File: config.mk
export PLATFORM = sky130hd
export DESIGN_NAME = controlUnit_flat
export DESIGN_NICKNAME = d
export VERILOG_FILES = /design/src/hdl/isaPkg.sv /design/src/hdl/pipePkg.sv /design/src/hdl/ctrlIf.sv /design/src/hdl/controlUnit.sv /design/src/flat_wrapper.sv
export SDC_FILE = /design/constraint.sdc
export NUM_CORES = 1
export LEC_CHECK = 0
export BUFFER_PORTS_ARGS = -buffer_cell sky130_fd_sc_hd__buf_2
export CAP_MARGIN = 15
export CORE_AREA = 5 5 42 44
export DETAILED_ROUTE_END_ITERATION = 8
export DIE_AREA = 0 0 47 49
export PLACE_DENSITY = 0.69
export SKIP_LAST_GASP = 1
export SYNTH_ARGS = -nofsm -noshare
export SYNTH_HDL_FRONTEND = slang
export SYNTH_SLANG_ARGS = --single-unit
File: constraint.sdc
create_clock -name vclk -period 0.95
set_clock_uncertainty 0.05 [all_clocks]
set_input_delay 0.095 -clock vclk [all_inputs]
set_output_delay 0.095 -clock vclk [all_outputs]
set_load 0.01 [all_outputs]
File: src/hdl/isaPkg.sv
`default_nettype none

package isaPkg;

    localparam int wordSize = 16;

    // Instruction field positions
    localparam int opMsb = 15;
    localparam int opLsb = 12;
    localparam int rsMsb = 11;
    localparam int rsLsb = 10;
    localparam int rtMsb = 9;
    localparam int rtLsb = 8;
    localparam int rdMsb = 7;
    localparam int rdLsb = 6;
    localparam int funcMsb = 5;
    localparam int funcLsb = 0;
    localparam int immMsb = 7;
    localparam int immLsb = 0;
    localparam int targetMsb = 11;
    localparam int targetLsb = 0;

    typedef logic [1:0] regIdxT;

    typedef enum logic [3:0] {
        BNE   = 4'd0,
        BEQ   = 4'd1,
        BGZ   = 4'd2,
        BLZ   = 4'd3,
        ADI   = 4'd4,
        ORI   = 4'd5,
        LHI   = 4'd6,
        LWD   = 4'd7,
        SWD   = 4'd8,
        JMP   = 4'd9,
        RTYPE = 4'd15
    } opcodeT;

    typedef enum logic [5:0] {
        ADD = 6'd0,
        SUB = 6'd1,
        AND = 6'd2,
        ORR = 6'd3,
        NOT = 6'd4,
        TCP = 6'd5,
        SHL = 6'd6,
        SHR = 6'd7,
        JPR = 6'd25,
        WWD = 6'd28,
        HLT = 6'd29
    } funcT;

endpackage

`default_nettype wire

File: src/hdl/pipePkg.sv
`default_nettype none

package pipePkg;
    import isaPkg::*;

    // First eight follow the R-type function codes
    typedef enum logic [3:0] {
        aluAdd   = 4'd0,
        aluSub   = 4'd1,
        aluAnd   = 4'd2,
        aluOrr   = 4'd3,
        aluNot   = 4'd4,
        aluTcp   = 4'd5,
        aluShl   = 4'd6,
        aluShr   = 4'd7,
        aluPassB = 4'd8,
        aluLhi   = 4'd9
    } aluOpT;

    // Operand source for EX
    typedef enum logic [1:0] {
        fwdNone = 2'd0,
        fwdMem  = 2'd1,
        fwdWb   = 2'd2
    } fwdSelT;

    typedef struct packed {
        logic   regWrite;
        logic   memToReg;
        logic   memRead;
        logic   memWrite;
        logic   aluSrcImm;
        logic   isBranch;
        logic   isJumpR;
        logic   isJumpI;
        logic   isWwd;
        logic   isHalt;
        aluOpT  aluOp;
        logic   useRs;
        logic   useRt;
        regIdxT destReg;
    } ctrlT;

endpackage

`default_nettype wire

File: src/hdl/ctrlIf.sv
`timescale 1ns/1ps
`default_nettype none

interface ctrlIf import isaPkg::*, pipePkg::*; ();

    logic [wordSize-1:0] idInstr;
    logic                idValid;
    // Older branch or JPR in EX kills the ID instruction
    logic                idFlush;
    ctrlT                idCtrl;

    modport decode (
        input  idInstr, idValid, idFlush,
        output idCtrl
    );

    modport pipe (
        output idInstr, idValid, idFlush,
        input  idCtrl
    );

endinterface

`default_nettype wire

File: src/hdl/controlUnit.sv
`timescale 1ns/1ps
`default_nettype none

module controlUnit import isaPkg::*, pipePkg::*; (
    ctrlIf.decode cif
);

    opcodeT op;
    funcT   func;
    regIdxT rt;
    regIdxT rd;
    ctrlT   dec;

    assign op   = opcodeT'(cif.idInstr[opMsb:opLsb]);
    assign func = funcT'(cif.idInstr[funcMsb:funcLsb]);
    assign rt   = cif.idInstr[rtMsb:rtLsb];
    assign rd   = cif.idInstr[rdMsb:rdLsb];

    always_comb begin
        dec = '0;
        dec.aluOp = aluAdd;
        case (op)
            BNE, BEQ, BGZ, BLZ: begin
                dec.isBranch = 1'b1;
                dec.useRs = 1'b1;
                dec.useRt = (op == BNE) || (op == BEQ);
            end
            ADI, ORI, LHI, LWD: begin
                dec.regWrite = 1'b1;
                dec.aluSrcImm = 1'b1;
                dec.useRs = (op != LHI);
                dec.destReg = rt;
                dec.memRead = (op == LWD);
                dec.memToReg = (op == LWD);
                if (op == ORI) begin
                    dec.aluOp = aluOrr;
                end else if (op == LHI) begin
                    dec.aluOp = aluLhi;
                end
            end
            SWD: begin
                dec.memWrite = 1'b1;
                dec.aluSrcImm = 1'b1;
                dec.useRs = 1'b1;
                dec.useRt = 1'b1;
            end
            JMP: dec.isJumpI = 1'b1;
            RTYPE: begin
                case (func)
                    ADD, SUB, AND, ORR, NOT, TCP, SHL, SHR: begin
                        dec.regWrite = 1'b1;
                        dec.useRs = 1'b1;
                        dec.useRt = func inside {ADD, SUB, AND, ORR};
                        dec.destReg = rd;
                        dec.aluOp = aluOpT'(func[3:0]);
                    end
                    JPR: begin
                        dec.isJumpR = 1'b1;
                        dec.useRs = 1'b1;
                    end
                    // Operand goes through read port B
                    WWD: begin
                        dec.isWwd = 1'b1;
                        dec.useRt = 1'b1;
                        dec.aluOp = aluPassB;
                    end
                    HLT: dec.isHalt = 1'b1;
                    default: dec = '0;
                endcase
            end
            default: dec = '0;
        endcase
    end

    assign cif.idCtrl = (cif.idValid && !cif.idFlush) ? dec : '0;

endmodule

`default_nettype wire

File: src/flat_wrapper.sv
// flat-port wrapper written by rule: the top's interface ports become plain ports
module controlUnit_flat import isaPkg::*, pipePkg::*;
  (cif_idInstr, cif_idValid, cif_idFlush, cif_idCtrl);
  ctrlIf cif_i ();
  input wire logic [$bits(cif_i.idInstr)-1:0] cif_idInstr;
  input wire logic [$bits(cif_i.idValid)-1:0] cif_idValid;
  input wire logic [$bits(cif_i.idFlush)-1:0] cif_idFlush;
  output wire logic [$bits(cif_i.idCtrl)-1:0] cif_idCtrl;
  assign cif_i.idInstr = cif_idInstr;
  assign cif_i.idValid = cif_idValid;
  assign cif_i.idFlush = cif_idFlush;
  assign cif_idCtrl = cif_i.idCtrl;
  controlUnit u_core (.cif(cif_i));
endmodule
; Yosys cells after proc, flatten, opt, wreduce, memory -nomap -nowiden
; Cells that the tools add are included.
[word_totals]
regBits = 0
in_bits = 18
out_inout_bits = 18
elab_cells = 55
[op_classes]
eq_ne = 21
n_mux = 22
reduce_logical = 12
[ops]
columns = cell, n
row1 = equality test 6 x 3 -> 1 bit (second input constant), 4
row2 = equality test 6 x 5 -> 1 bit (second input constant), 3
row3 = 2-to-1 mux 18 bit, 1
row4 = equality test 4 x 3 -> 1 bit (second input constant), 4
row5 = one-hot mux 4 bit (2 select lines), 2
row6 = equality test 4 bit (second input constant), 3
row7 = equality test 6 x 2 -> 1 bit (second input constant), 2
row8 = 2-to-1 mux 1 bit, 10
row9 = OR reduction 5 bit, 2
row10 = OR reduction 9 bit, 1
row11 = equality test 4 x 2 -> 1 bit (second input constant), 2
row12 = 2-to-1 mux 4 bit, 2
row13 = OR reduction 4 bit, 2
row14 = OR reduction 8 bit, 1
row15 = equality test 6 x 1 -> 1 bit (second input constant), 1
row16 = logical NOT 6 bit, 1
row17 = one-hot mux 1 bit (3 select lines), 2
row18 = one-hot mux 3 bit (2 select lines), 1
row19 = equality test 4 x 1 -> 1 bit (second input constant), 1
row20 = logical NOT 4 bit, 1
row21 = 2-to-1 mux 2 bit, 2
row22 = inequality test 4 x 3 -> 1 bit (second input constant), 1
row23 = one-hot mux 2 bit (2 select lines), 1
row24 = nonzero test 4 bit, 1
row25 = other kinds (4), 4

; Longest topological paths before layout
[depth]
word_depth = 5
ltp_mapped = 5
depth_no_buf = 3

; Least setup slack after synthesis
; No wires, ideal clock.
[synth_path]
path_kind = input-to-output
from = input port cif_idInstr[15]
to = output port cif_idCtrl[16]
arrival_ps = 1060
t_required_ps = 805
setup_slack_ps = -255
path_stages = 4
n_path_buf = 2
cell_sequence = buf_2 or2b_1 nor3_1 buf_4
[synth_via]
elab_chain_cells = 4
elab_cells_between_ends = 8
classes_between = eq/ne: 5 / mux: 2 / reduce/logical: 1
[synth_rtl]
columns = item, line
row1 = start: declaration, flat_wrapper.sv:5  ; input wire logic [$bits(cif_i.idInstr)-1:0] cif_idInstr;
row2 = equality test 4 x 3 -> 1 bit (on tied branches), "controlUnit.sv:22, controlUnit.sv:34"
row3 = OR reduction 4 bit, controlUnit.sv:22  ; case (op)
row4 = one-hot mux 3 bit (2 select lines) *, controlUnit.sv:22
row5 = 2-to-1 mux 18 bit *, controlUnit.sv:75  ; assign cif.idCtrl = (cif.idValid && !cif.idFlush) ? dec : '0;
row6 = end: declaration, flat_wrapper.sv:8  ; output wire logic [$bits(cif_i.idCtrl)-1:0] cif_idCtrl;
; Every way passes the cells marked *; elsewhere a longest branch is shown, timed or not.

; Worst setup path in the final report
[layout_path]
from = input port cif_idInstr[5]
to = output port cif_idCtrl[2]
[layout_via]
elab_chain_cells = 5
elab_cells_between_ends = 14
classes_between = eq/ne: 8 / mux: 3 / reduce/logical: 3
[layout_rtl]
columns = item, line
row1 = "equality test 6 x 3 -> 1 bit, or another cell as far along", controlUnit.sv:49  ; case (func)
row2 = OR reduction 8 bit or nonzero test 4 bit (tied branches), "controlUnit.sv:49, controlUnit.sv:53"
row3 = one-hot mux 1 bit (2 select lines) *, controlUnit.sv:49
row4 = one-hot mux 1 bit (3 select lines) *, controlUnit.sv:22
row5 = 2-to-1 mux 18 bit *, controlUnit.sv:75
; Marks and branches as above.

==> flow_summary.ini <==
[outcome]
status = finished with violations
failed_checks = setup timing

[synthesis]
ys_warn_count = 0
yosys.area.top_type = a32oi_1
yosysSeqAreaShare = 0
netlist_area_um2 = 398
synthCells = 59
synth.avg_cell_area_um2 = 6.74
yosysTopAreaCellShare = 0.0881
synthTopCellsByArea = a32oi_1 (8.8%), nor3_1 (7.5%), nor2_1 (7.5%), a211oi_2 (6.3%), nor2b_1 (6.3%)
synth_fp_nets = 77
synth.distinct_cells = 29

[layout]
final_layout_size_suffix_gt1_frac = 0.752
seq_area_um2 = 0
mostFrequentLayoutCells = buf_2 (25), buf_4 (17), buf_6 (10), nor2_1 (7), nand2_1 (5)
syn2layout_area_growth_pct = 130
layout_commonest_cell = buf_2
antenna_cells = 0
nNetsFinal = 129
n_sequential_cell = 0
n_fill_cell = 121
fin_area_um2 = 913
nClkBuffers = 0
multi_input_area_um2 = 455

[worst_setup_path]
cp-start-kind = input pin
end_kind = output port
worstSetupPathType = in -> out
cp-startpoint = cif_idInstr[5]
critical_path_required_ns = 0.81
arrival_ns = 0.98
path_max_fanout = 3

[timing]
fin_crit_sh = 1.19
timing.setup.tns_ns = -1.59
fmax_ghz = 0.885
setup_slack_ns = -0.179
relSlewSlack = 0.817
hold_violations = 0
rsz0062_at_grt = yes
setup_viol = 16
worst_pin_slew_ns = 0.273
min_period_ns = 1.13
final_max_slew_viol_count = 0

[power]
p_int_uw = 175
seq_power_share = 0
switching_power_uw = 143
power_frac_comb = 1.000
leakagePower_uw = 0.000430
worst_ir_drop_vdd_mv = 0.223
switching_share = 0.449
p_clk_frac = 0
powerDensity_mw_per_mm2 = 348

[floorplanning]
die_x_um = 47
start_util = 0.284
core-area_mm2 = 0.00140
ios = 36
rows = 14
die_h_um = 49
dieArea_mm2 = 0.00230

[place]
io_buffers = 34
place_congestion = 0.780
placedInstanceArea_um2 = 687
dp_hpwl_um = 1210

[drt]
postRouteAntennaNets = 0
post_drt_wl_per_cell_um = 12.8
drt_iter0_drc = 10
via_per_inst = 5.08
vias = 635
dr.pass1.iters = 4
drc = 0
wl_um = 1600

[global_routing]
grt_pass1_wl_um = 2460
grt_max_degree = 8
grt.total_usage = 0.132
overflow = 0
antenna_found_initial = 0
grt_pass1_vias = 579

[run]
drv_cap = 0

[worst_hold_path]
min_path_cells = 3
hold_start = cif_idInstr[2]
hold-path-endpoint = cif_idCtrl[11]
holdCritPathClass = in -> out
## metrics by stage
| step | utilization | std cells | hold WS, ns | total power, uW | worst slack [ns] |
|---|---|---|---|---|---|
| after floorplan | - | 59 | 0.191 | 110 | -0.0392 |
| after global placement | 0.490 | 120 | 0.424 | 216 | -0.185 |
| after detailed placement | 0.490 | 120 | 0.424 | 222 | -0.216 |
| after CTS | 0.587 | 123 | 0.426 | 273 | -0.213 |
| after global routing | 0.652 | 125 | 0.442 | 340 | -0.230 |
| final | 0.652 | 125 | 0.427 | 318 | -0.179 |
## repair_timing
item / in CTS / in global routing
setup buffers: 3 / 2
gates resized for setup: 28 / 18
pin swaps: 15 / 12
hold buffers: 0 / 0
endpoints found under the setup margin: 17 / 18
## worst max-delay path, stage by stage
cell and delay, ns:
buf_8 0.10, and4bb_2 0.30, nand3b_1 0.13, a211oi_2 0.20
buf_2 0.16
## synthesized netlist by cell type (all sizes together), types with 2 or more instances
master / n
a32oi: 4
nand2: 6
nor2: 8
a211oi: 2
a21oi: 3
buf: 5
o22ai: 2
nor3: 7
nor2b: 4
nand3: 2
inv: 2
## worst max-delay path by stage
stage / to / depth (start not counted) / slack (ns)
floorplan: cif_idCtrl[16] / 4 / -0.04
global placement: cif_idCtrl[2] / 5 / -0.18
detailed placement: cif_idCtrl[2] / 5 / -0.22
CTS: cif_idCtrl[2] / 5 / -0.21
global route: cif_idCtrl[2] / 5 / -0.23
finish: cif_idCtrl[2] / 5 / -0.18
## cell type report
cell class / instances / area share
Timing Repair Buffer: 56 / 0.471
Inverter: 2 / 0.00822
Tap cell: 16 / 0.0219
Multi-Input combinational cell: 51 / 0.499
## cell families after synthesis
logic type,count (synthesis),share of synthesized area
AO/OA/AOI/OAI,15,0.296
buffers and inverters,8,0.119
AND/OR/NAND/NOR,35,0.563
XOR/XNOR,1,0.0220
## power groups by stage
stage	sequential, uW	clock [uW]	combinational (uW)
finish	0	0	318
global route	0	0	340
CTS	0	0	273
detailed placement	0	0	222
global placement	0	0	216
floorplan	0	0	110
## routing by layer
metal	up-vias	track usage	part of all wire
met2	19	0.262	0.54
met4	0	0	0.0050
met5	-	0	0
met3	2	0	0.058
met1	288	0.157	0.40
li1	326	-	-
(Power assumes the default switching activity.)
